File: src/bpu_consts.svh
`ifndef BPU_CONSTS_SVH
`define BPU_CONSTS_SVH

// datapath width
`define BPU_XLEN     32

// bimodal direction table, indexed by pc[9:1]
`define BHT_ENTRIES  512
`define BHT_IDX_W    9
`define BHT_INIT     2'b01       // weakly not taken

// branch target buffer, indexed by pc[9:2], tag pc[31:10]
`define BTB_ENTRIES  256
`define BTB_IDX_W    8
`define BTB_TAG_W    22

// return address stack
`define RAS_DEPTH    8
`define RAS_PTR_W    4           // holds 0..8
`define RAS_IDX_W    3

// rv32 control transfer opcodes
`define OPC_BRANCH   7'b1100011
`define OPC_JAL      7'b1101111
`define OPC_JALR     7'b1100111

`endif

File: src/bpu_pkg.sv
`include "bpu_consts.svh"

package bpu_pkg;

    typedef logic [`BPU_XLEN-1:0] xlen_t;

    // upper bit is the direction, 1 is weakly not taken
    typedef logic [1:0] ctr2_t;

    typedef enum logic [2:0] {
        kind_other,
        kind_branch,
        kind_jal,
        kind_call_jalr,     // jalr linking through x1 or x5
        kind_ret,           // jalr x0, 0(x1 or x5)
        kind_jalr
    } inst_kind_e;

    typedef struct packed {
        logic       imm12;
        logic [5:0] imm10_5;
        logic [4:0] rs2;
        logic [4:0] rs1;
        logic [2:0] funct3;
        logic [3:0] imm4_1;
        logic       imm11;
        logic [6:0] opcode;
    } b_type_t;

    typedef struct packed {
        logic       imm20;
        logic [9:0] imm10_1;
        logic       imm11;
        logic [7:0] imm19_12;
        logic [4:0] rd;
        logic [6:0] opcode;
    } j_type_t;

    typedef struct packed {
        logic [11:0] imm;
        logic [4:0]  rs1;
        logic [2:0]  funct3;
        logic [4:0]  rd;
        logic [6:0]  opcode;
    } i_type_t;

    // one instruction word, three field layouts
    typedef union packed {
        b_type_t b;
        j_type_t j;
        i_type_t i;
    } inst_word_u;

endpackage

File: src/ras_stack.sv
`timescale 1ns/10ps
`include "bpu_consts.svh"

module ras_stack (
    input  logic           clk,
    input  logic           rst,
    input  logic           push_i,
    input  bpu_pkg::xlen_t push_data_i,
    input  logic           pop_i,
    output bpu_pkg::xlen_t top_o,
    output logic           empty_o
);
    import bpu_pkg::*;

    localparam logic [`RAS_PTR_W-1:0] ptr_one  = 1;
    localparam logic [`RAS_PTR_W-1:0] ptr_full = `RAS_DEPTH;

    xlen_t                 stack_q [`RAS_DEPTH];
    logic [`RAS_PTR_W-1:0] ptr_q;       // next free slot
    logic [`RAS_PTR_W-1:0] top_ptr;
    logic [`RAS_PTR_W-1:0] ptr_pop;
    logic                  pop_ok;
    logic                  push_ok;

    assign empty_o = (ptr_q == '0);
    assign top_ptr = ptr_q - ptr_one;
    assign top_o   = stack_q[top_ptr[`RAS_IDX_W-1:0]];

    // pop is applied before push in the same cycle
    assign pop_ok  = pop_i && !empty_o;
    assign ptr_pop = pop_ok ? top_ptr : ptr_q;
    assign push_ok = push_i && (ptr_pop != ptr_full);  // full stack drops the push

    always_ff @(posedge clk or posedge rst) begin
        if (rst)
            ptr_q <= '0;
        else if (push_ok)
            ptr_q <= ptr_pop + ptr_one;
        else
            ptr_q <= ptr_pop;
    end

    always_ff @(posedge clk) begin
        if (push_ok)
            stack_q[ptr_pop[`RAS_IDX_W-1:0]] <= push_data_i;
    end

endmodule

File: config.mk
export PLATFORM = sky130hd
export DESIGN_NAME = ras_stack
export DESIGN_NICKNAME = d
export VERILOG_FILES = /design/src/bpu_pkg.sv /design/src/ras_stack.sv
export VERILOG_INCLUDE_DIRS = /design/src
export SDC_FILE = /design/constraint.sdc
export NUM_CORES = 1
export LEC_CHECK = 0
export ABC_AREA = 0
export BUFFER_PORTS_ARGS = -buffer_cell sky130_fd_sc_hd__buf_2
export CAP_MARGIN = 20
export CELL_PAD_IN_SITES_DETAIL_PLACEMENT = 1
export CELL_PAD_IN_SITES_GLOBAL_PLACEMENT = 1
export CORE_MARGIN = 4
export CORE_UTILIZATION = 32
export DETAILED_ROUTE_END_ITERATION = 8
export PLACE_DENSITY = 0.65
export SLEW_MARGIN = 5
export SYNTH_ARGS = -nofsm -noshare
export SYNTH_HDL_FRONTEND = slang
export SYNTH_SLANG_ARGS = --single-unit
File: constraint.sdc
create_clock -name clk -period 4.6 [get_ports clk]
set_input_delay 0.92 -clock clk [delete_from_list [all_inputs] [get_ports clk]]
set_output_delay 0.92 -clock clk [all_outputs]
set_load 0.005 [all_outputs]
==> metrics.csv, run 1 <==
stage,metric,value,unit
timing,rsz0062_at_grt,false,
setup_path,cpPeakStageDelay,0.70,ns
setup_path,critical_path_buf_inv_count,3,
placed_design,placed_area,11180,um^2
floorplan,initial_core_util,32.43,%
yosys,ys_warn_count,0,
global_route,grt_max_degree,65,
finish,final_common_cell,edfxtp_1,
timing,worst_pin_slew,0.8948,ns
floorplan,die_w,186.8,um
yosys,synth_nets,459,
global_route,grt_util_all_layers,12.23,%
timing,finalHoldViolCount,0,
yosys,ys_seq_area_share,76.10,%
routing,viasPerCell,4.895,
routing,wl_per_cell,22.89,um
yosys,synthesis.area,10230,um^2
finish,fin_util,38.39,%
setup_path,start_kind,register,
clocking,post_cts_buffers,0,
timing,timing.final.crit_share,89.93,%
global_route,grt_first_pass_wirelength,33.08,mm
power,irDropWorstVdd,0.0004296,V
setup_path,crit_chain,inv_1 > ha_2 > buf_4 > mux4_1 > mux2_2 > buf_2,
clocking,htree_levels,1,
setup_path,critical_path_required,3.68,ns
floorplan,fp-row-count,65,
placed_design,dp_hpwl,13.06,mm
routing,dr_total_vias,4587,
power,p_leak,4.072,nW
finish,fin_area,12110,um^2
setup_path,crit_cells,6,
floorplan,die_h,186.8,um
clocking,clk_pin_slew,0.06,ns
clocking,root_buffer,clkbuf_16,
floorplan,core-area,31560,um^2
yosys,synthCells,420,
finish,n_antenna_cell,0,
setup_path,path_delay_family,buffers and inverters,
timing,drv_slew,0,
finish,nets,555,
clocking,clockBufferDepth,3,
placed_design,place.port_buffers,68,
global_route,overflow,0,
clocking,cts_resized,0,
power,power_density,709.4,nW/um^2
finish,seq_area,7791,um^2
timing,fmax,241.7,MHz
yosys,synth-seq-cells,260,
routing,drt_first_pass_iters,4,
placed_design,gp_congestion,0.7411,
routing,drc,0,
routing,ant_nets,0,
setup_path,slowest_stage,buf_4,
timing,setup_viol,0,
setup_path,worstSetupPathType,reg -> out,
global_route,grt_pass1_vias,5191,
clocking,clock_latency,0.52,ns
finish,fill_cells,3011,
setup_path,end_kind,output pin,
global_route,antenna_found_initial,1,
finish,layout-drive-gt1-share,35.70,%
finish,multi_input_area,2359,um^2
yosys,syn_avg_cell_area,24.37,um^2
clocking,cts.sinks,260,
hold_path,hp-class,in -> async,
routing,totalWireLength,21.45,mm
clocking,cts-buffers-inserted,27,
clocking,cts_hold_buf,0,
floorplan,io_pins,69,
yosys,synthDistinctLibCells,37,
timing,max_slew_margin,40.35,%
flow_run,max_cap_violations,0,
finish,syn_to_final_growth,18.38,%
clocking,tritoncts,yes,
routing,drt-initial-drc-count,229,
timing,finClkSkew,0.004368,ns
setup_path,worstPathMaxFanout,64,
outcome,status,completed,
setup_path,arrival,3.22,ns
floorplan,dieArea,34910,um^2
timing,final.min_clock_period,4.137,ns
finish,mostFrequentLayoutCells,"edfxtp_1 (256), buf_2 (69), mux4_1 (47)",
setup_path,r2r_cells,9,
[cell type report]
cell class | instances | share of cell area [%]
sequential | 260 | 64.32
multi-input combinational | 135 | 19.47
clock buffer | 30 | 5.670
timing repair buffer | 86 | 4.214
tap | 402 | 4.152
clock inverter | 18 | 1.993
inverter | 6 | 0.1859
[worst register-to-register path, delay by kind of cell, from the launching register on]
| family | cells | cell delay (ns) |
|---|---|---|
| AOI/OAI and AO/OA | 2 | 1.04 |
| adders and majority gates | 2 | 0.50 |
| buffers and inverters | 3 | 0.46 |
| DFF | 1 | 0.64 |
| and+or+nand+nor | 2 | 0.68 |
[through the flow]
step / setup WS, ns / hold WS (ns) / std cells / power (mW) / TNS [ns]
after floorplan: -0.1241 / 0.6861 / 420 / 5.243 / -7.942
final: 0.4632 / 0.3158 / 937 / 8.594 / 0
after CTS: 0.3694 / 0.3121 / 936 / 8.786 / 0
after global routing: 0.2764 / 0.3069 / 937 / 9.101 / 0
after detailed placement: 0.9484 / 0.8659 / 888 / 6.488 / 0
after global placement: 0.7516 / 0.8154 / 886 / 6.405 / 0
[where the power goes]
part	internal [mW]	switching [mW]	leakage (nW)
clock network	1.41	0.859	0.455
registers	3.07	0.149	2.37
logic	1.53	1.58	1.25
[cell families after synthesis]
kind of cell / after synthesis / share of synthesized area, %
AO/OA/AOI/OAI: 9 / 0.7825
buffers and inverters: 25 / 1.565
multiplexers: 98 / 19.54
AND/OR/NAND/NOR: 22 / 1.394
XOR/XNOR: 3 / 0.2568
flip-flops: 260 / 76.10
adder cells (fa/ha/maj): 3 / 0.3668
[registers in the layout, summed over array words and instances, names as in the netlist]
signal / cells
stack_q: 256
ptr_q: 4
[cell usage after synthesis, drive strengths merged]
cell | count | area [um^2]
inv | 6 | 22.52
a21boi | 1 | 7.510
mux4 | 64 | 1618
dfrtp | 4 | 100.1
o31ai | 1 | 21.27
or2b | 1 | 7.510
o21ai | 2 | 10.01
o211a | 1 | 10.01
nor2 | 6 | 22.52
nand2b | 3 | 18.77
nor3 | 4 | 25.02
nor4b | 1 | 15.01
mux2i | 1 | 10.01
nand2 | 2 | 7.510
a21oi | 1 | 5.000
ha | 3 | 37.54
clkbuf | 5 | 18.77
a31oi | 1 | 6.260
xor2 | 1 | 8.760
and4b | 1 | 10.01
or2 | 1 | 6.260
edfxtp | 256 | 7687
nor3b | 1 | 7.510
xnor2 | 2 | 17.52
nand4bb | 2 | 22.52
mux2 | 33 | 371.6
o211ai | 2 | 20.02
buf | 14 | 118.9
[final timing paths]
kind / end / slack (ns) / start
setup / recovery: top_o[22] / 0.46 / ptr_q[0]$_DFF_PP0_
hold / removal: ptr_q[0]$_DFF_PP0_ / 0.32 / rst
setup reg to reg: stack_q[0][1]$_DFFE_PP_ / 1.02 / ptr_q[0]$_DFF_PP0_
hold reg to reg: ptr_q[1]$_DFF_PP0_ / 0.90 / ptr_q[1]$_DFF_PP0_
max in group asynchronous: ptr_q[0]$_DFF_PP0_ / 4.11 / rst
min in group clk: stack_q[3][29]$_DFFE_PP_ / 0.67 / push_data_i[29]
[metal layers]
layer	vias to the layer above	track usage [%]	share of wire, %
met3	29	2.501	4.6
li1	2021	-	-
met1	2437	16.32	42
met2	98	21.05	51
met4	2	2.418	1.7
met5	-	0	0.056
Power figures use the tool's default switching activity.
==> run 2, diff against run 1 <==
- ABC_AREA: 0 -> 1
- PLACE_DENSITY: 0.65 -> 0.68
- SETUP_SLACK_MARGIN: not set -> 0.2
==> run 2 against run 1 <==
Net effect:
- non-clock buffer count up 6
- total power increased by 8.4%
- first-iteration DRC count grew 85%
- die area grew 1.4%
- clock skew rose by 0.010 ns
- sequential share of layout area decreased by 0.70 points
- clock power is essentially flat
- cell area up 1.1%
- utilization increased by 0.13 points
==> metrics.csv, run 2 <==
stage,metric,value,unit
global_route,antenna_found_initial,2,
floorplan,die_w,188.1,um
setup_path,end_kind,output pin,
setup_path,critical_path_required,3.68,ns
clocking,cts.sinks,260,
yosys,synthTopCellsByCount,"nor2_1 (267), edfxtp_1 (256), o21ai_0 (139), a31oi_1 (32), nand2_1 (24)",
yosys,synthesis.area,10380,um^2
floorplan,fp-row-count,65,
power,p_seq_share,34.3,%
global_route,grt_util_all_layers,14.24,%
global_route,overflow,0,
clocking,cts-buffers-inserted,28,
clocking,clk_pin_slew,0.06,ns
clocking,post_cts_buffers,0,
clocking,cts_hold_buf,0,
timing,final.min_clock_period,4.181,ns
power,power,9.312,mW
floorplan,die_h,188.1,um
yosys,synth_top_cell_area_share,74.06,%
timing,fin_setup_tns,0,ns
finish,syn_to_final_growth,18.00,%
yosys,ys_warn_count,0,
finish,final_cells,1362,
routing,drt_first_pass_iters,5,
placed_design,dp_hpwl,14.95,mm
routing,ant_nets,0,
timing,timing.final.crit_share,90.89,%
clocking,root_buffer,clkbuf_16,
setup_path,start_kind,register,
yosys,synth_edf_count,256,
placed_design,placed_area,11310,um^2
timing,fmax,239.2,MHz
setup_path,arrival,3.26,ns
global_route,grt_pass1_vias,6950,
finish,fin_area,12250,um^2
global_route,grt_first_pass_wirelength,40.23,mm
yosys,synth.most_common_cell,nor2_1,
yosys,synth_top_area_cell,edfxtp_1,
routing,viasPerCell,4.856,
setup_path,worstSetupPathType,reg -> out,
routing,wl_per_cell,18.75,um
floorplan,initial_core_util,32.64,%
power,irDropWorstVdd,0.0003498,V
finish,nets,943,
floorplan,dieArea,35380,um^2
placed_design,placed_cells,1309,
clocking,tritoncts,yes,
power,power_density,760.3,nW/um^2
global_route,grt_max_degree,90,
timing,finalHoldViolCount,0,
routing,drc,0,
power,p_leak,4.170,nW
timing,rsz0062_at_grt,false,
finish,fin_util,38.52,%
yosys,synthCells,830,
clocking,clockBufferDepth,3,
yosys,ys_seq_area_share,75.02,%
yosys,synthDistinctLibCells,23,
routing,drt-initial-drc-count,424,
timing,drv_slew,0,
timing,setup_viol,0,
floorplan,core-area,31800,um^2
flow_run,max_cap_violations,0,
hold_path,hp-class,in -> async,
timing,finClkSkew,0.01464,ns
finish,largest_register_ffs,256,
yosys,synthArstFlopShare,1.538,%
power,p_clk_share,24.4,%
power,switching_power,3.585,mW
power,switching_share,38.50,%
yosys,synth_nets,869,
timing,max_slew_margin,51.48,%
yosys,syn_avg_cell_area,12.51,um^2
yosys,synth-seq-cells,260,
routing,dr_total_vias,6614,
setup_path,worstPathMaxFanout,42,
timing,worst_pin_slew,0.7279,ns
clocking,htree_levels,1,
yosys,ys_top_cells_by_area,"edfxtp_1 (74%), nor2_1 (9.7%), o21ai_0 (6.7%)",
outcome,status,completed,
finish,final_common_cell,nor2_1,
floorplan,io_pins,69,
placed_design,gp_congestion,0.7401,
placed_design,place.port_buffers,68,
power,p_comb_share,41.3,%
routing,totalWireLength,25.54,mm
finish,layout-drive-gt1-share,16.41,%
power,p_int,5.727,mW
yosys,synthFlopType,edfxtp_1,
finish,mostFrequentLayoutCells,"nor2_1 (260), edfxtp_1 (256), o21ai_0 (139)",
clocking,clock_latency,0.54,ns
-- run 2: area by class of cell --
type	count	area (um^2)
antenna	1	2.502
clock buffer	30	729.5
clock inverter	22	202.7
fill	3387	19550
inverter	16	61.31
multi-input combinational	506	2326
sequential	260	7791
tap	435	544.3
timing repair buffer	92	590.6
-- run 2: power groups by stage --
stage	clock network [mW]	registers, mW	logic [mW]
after global placement	0	3.23	3.87
after CTS	2.32	3.20	3.97
after detailed placement	0	3.25	3.94
after floorplan	0	3.18	2.43
final	2.27	3.20	3.85
after global routing	2.43	3.23	4.37
-- run 2: cell families (layout without fill, tap and decap cells) --
| logic type | Yosys count | in the layout | share of synthesized area, % |
|---|---|---|---|
| AND/OR/NAND/NOR | 308 | 308 | 11.55 |
| other | 0 | 1 | 0 |
| flip-flops | 260 | 260 | 75.02 |
| adder cells (fa/ha/maj) | 3 | 3 | 0.3617 |
| AO/OA/AOI/OAI | 195 | 195 | 9.848 |
| buffers and inverters | 64 | 160 | 3.218 |
-- run 2: path summary, 6_finish.rpt --
path / startpoint / to / slack [ns] / cells past startpoint
max reg2reg: ptr_q[0]$_DFF_PP0_ / stack_q[3][17]$_DFFE_PP_ / 1.13 / 12
min in group clk: push_data_i[15] / stack_q[5][15]$_DFFE_PP_ / 0.65 / 1
min: rst / ptr_q[0]$_DFF_PP0_ / 0.30 / 2
min reg2reg: ptr_q[3]$_DFF_PP0_ / ptr_q[3]$_DFF_PP0_ / 0.69 / 4
max: ptr_q[0]$_DFF_PP0_ / top_o[2] / 0.42 / 8
max in group asynchronous: rst / ptr_q[0]$_DFF_PP0_ / 4.06 / 2
-- run 2: critical path: stages, from the launching register on --
cell	delay [ns]
dfrtp_4	0.73
clkinv_2	0.16
ha_4	0.60
inv_1	0.12
buf_4	0.28
nor2_1	0.14
o21ai_0	0.09
a31oi_1	0.38
buf_2	0.19
-- run 2: repair_timing --
item                       CTS  global route
gates cloned                 0             0
pin swaps                    0             1
setup endpoints to repair    1             1
resized for setup            1             1
-- run 2: per-layer routing --
| layer | part of all wire [%] | GRT usage (%) | vias up |
|---|---|---|---|
| li1 | - | - | 3116 |
| met2 | 50 | 24.61 | 113 |
| met5 | 0.078 | 0 | - |
| met3 | 3.9 | 2.029 | 39 |
| met4 | 2.1 | 3.388 | 2 |
| met1 | 44 | 19.07 | 3344 |
-- run 2: through the flow --
step                      worst slack [ns]  hold WS [ns]
after detailed placement            0.7963        0.6846
after global routing                0.2039        0.3092
after global placement              0.7996        0.6836
final                               0.4188        0.2998
after floorplan                     0.8163        0.6207
after CTS                           0.3177        0.2969
==> run 3, diff against run 2 <==
- PLACE_DENSITY: 0.68 -> 0.63
- clock period: 4.6 -> 4.3 ns (I/O delays scaled with it)
==> run 3 against run 2 <==
Net effect:
- critical path type unchanged
- clock-buffer cell count increased by 3
- sequential power increased by 5%
- hold slack got worse by 0.078 ns
- non-clock buffer count decreased by 4
- highest routed layer is now met4
- first-iteration DRC count decreased by 20%
==> metrics.csv, run 3 (same netlist as run 2, synthesis figures left out) <==
stage,metric,value,unit
setup_path,crit_chain,clkinv_2 > buf_4 > buf_6 > o21ai_0 > o21ai_1 > nor2_1 > a31oi_1 > buf_2,
floorplan,die_w,188.1,um
placed_design,place_ws,0.7198,ns
timing,fin_setup_tns,0,ns
finish,nets,939,
setup_path,path_delay_family,buffers and inverters,
finish,n_antenna_cell,0,
clocking,root_buffer,clkbuf_16,
placed_design,place.port_buffers,68,
hold_path,hp-class,in -> async,
setup_path,worstPathMaxFanout,76,
power,p_clk_share,23.2,%
floorplan,initial_core_util,32.64,%
power,power_density,799.6,nW/um^2
finish,final_common_cell,nor2_1,
timing,worst_pin_slew,0.7030,ns
power,p_comb_share,42.2,%
timing,drv_slew,0,
timing,finalHoldViolCount,0,
routing,viasPerCell,4.816,
setup_path,slowest_stage,buf_6,
finish,syn_to_final_growth,16.90,%
clocking,clk_pin_slew,0.06,ns
global_route,overflow,0,
power,p_seq_share,34.7,%
timing,finClkSkew,0.01801,ns
finish,largest_register_ffs,256,
power,p_leak,4.109,nW
global_route,grt_pass1_vias,6970,
timing,rsz0062_at_grt,false,
finish,mostFrequentLayoutCells,"nor2_1 (260), edfxtp_1 (256), o21ai_0 (139)",
routing,drc,0,
finish,layout-drive-gt1-share,15.89,%
routing,wl_per_cell,18.63,um
power,p_int,5.936,mW
floorplan,fp-row-count,65,
floorplan,io_pins,69,
power,power,9.703,mW
floorplan,dieArea,35380,um^2
setup_path,r2r_slack,1.02,ns
routing,dr_total_vias,6521,
power,switching_power,3.767,mW
global_route,grt_util_all_layers,14.07,%
outcome,status,completed,
setup_path,critical_path_buf_inv_count,4,
flow_run,max_cap_violations,0,
setup_path,critical_path_required,3.44,ns
routing,drt_first_pass_iters,4,
timing,final.min_clock_period,3.800,ns
clocking,cts-buffers-inserted,28,
floorplan,die_h,188.1,um
routing,ant_nets,0,
timing,setup_viol,0,
placed_design,placed_cells,1305,
timing,max_slew_margin,52.97,%
floorplan,core-area,31800,um^2
setup_path,worstSetupPathType,reg -> out,
setup_path,arrival,2.94,ns
timing,fin_ws,0.4997,ns
routing,drt-initial-drc-count,341,
clocking,clock_latency,0.54,ns
clocking,tritoncts,yes,
setup_path,start_kind,register,
finish,final_cells,1354,
clocking,clockBufferDepth,3,
routing,totalWireLength,25.23,mm
placed_design,dp_hpwl,14.31,mm
global_route,antenna_found_initial,0,
power,irDropWorstVdd,0.0005787,V
clocking,cts.sinks,260,
power,switching_share,38.82,%
clocking,htree_levels,1,
placed_design,gp_congestion,0.7035,
setup_path,cpPeakStageDelay,0.52,ns
global_route,grt_first_pass_wirelength,39.57,mm
timing,whs,0.2214,ns
setup_path,end_kind,output pin,
timing,fmax,263.1,MHz
timing,timing.final.crit_share,88.38,%
global_route,grt_max_degree,77,
==> run 3: cell count changes in the layout (fill, tap and decap cells not counted), moves of 2 or more <==
cell,before,now
clkinv_1,10,5
buf_4,17,13
clkbuf_1,1,5
bufinv_16,4,2
==> run 3: final cells by class <==
| cell class | count | area [um^2] |
|---|---|---|
| Timing Repair Buffer | 88 | 551.8 |
| Tap cell | 435 | 544.3 |
| Multi-Input combinational cell | 506 | 2326 |
| Fill cell | 3370 | 19670 |
| Inverter | 16 | 61.31 |
| Sequential cell | 260 | 7791 |
| Clock inverter | 16 | 140.1 |
| Clock buffer | 33 | 719.4 |
==> run 3: worst paths after layout <==
| path | cells after the start | end | startpoint |
|---|---|---|---|
| max reg2reg | 12 | stack_q[4][3]$_DFFE_PP_ | ptr_q[0]$_DFF_PP0_ |
| max | 8 | top_o[22] | ptr_q[0]$_DFF_PP0_ |
| max in group asynchronous | 2 | ptr_q[0]$_DFF_PP0_ | rst |
| min in group clk | 1 | stack_q[4][15]$_DFFE_PP_ | push_data_i[15] |
| min reg2reg | 4 | ptr_q[3]$_DFF_PP0_ | ptr_q[3]$_DFF_PP0_ |
| min | 2 | ptr_q[3]$_DFF_PP0_ | rst |
==> run 3: power groups by stage <==
stage | Clock, mW | Combinational [mW] | Sequential, mW
finish | 2.25 | 4.09 | 3.36
global route | 2.42 | 4.68 | 3.39
CTS | 2.31 | 4.22 | 3.37
detailed placement | 0 | 4.19 | 3.41
global placement | 0 | 4.13 | 3.40
floorplan | 0 | 2.60 | 3.40
==> run 3: per-layer routing <==
layer	GRT usage (%)	wire (um)
met5	0	0
met2	24.53	12350
met4	3.727	612
met1	18.30	11390
met3	2.308	876
==> run 3: what timing repair did <==
item | CTS | global route
setup endpoints to repair | 2 | 4
resized for setup | 2 | 1
buffers inserted | 0 | 0
pin swaps | 0 | 0
hold buffers | 0 | 0
gates cloned | 0 | 0
==> run 3: metrics by stage <==
step	area [um^2]	util (%)
final	12130	38.16
after global placement	11260	35.42
after CTS	12130	38.15
after floorplan	10380	-
after global routing	12130	38.16
after detailed placement	11260	35.42
==> run 3: worst register-to-register path: stages (launching register included) <==
cell      delay, ns
dfrtp_4        0.48
clkinv_2       0.08
buf_4          0.49
nand3_1        0.18
nand2_2        0.18
inv_1          0.12
ha_1           0.21
inv_1          0.05
a21oi_1        0.04
nand2_2        0.12
nand3_2        0.18
nor2_4         0.57
buf_12         0.28
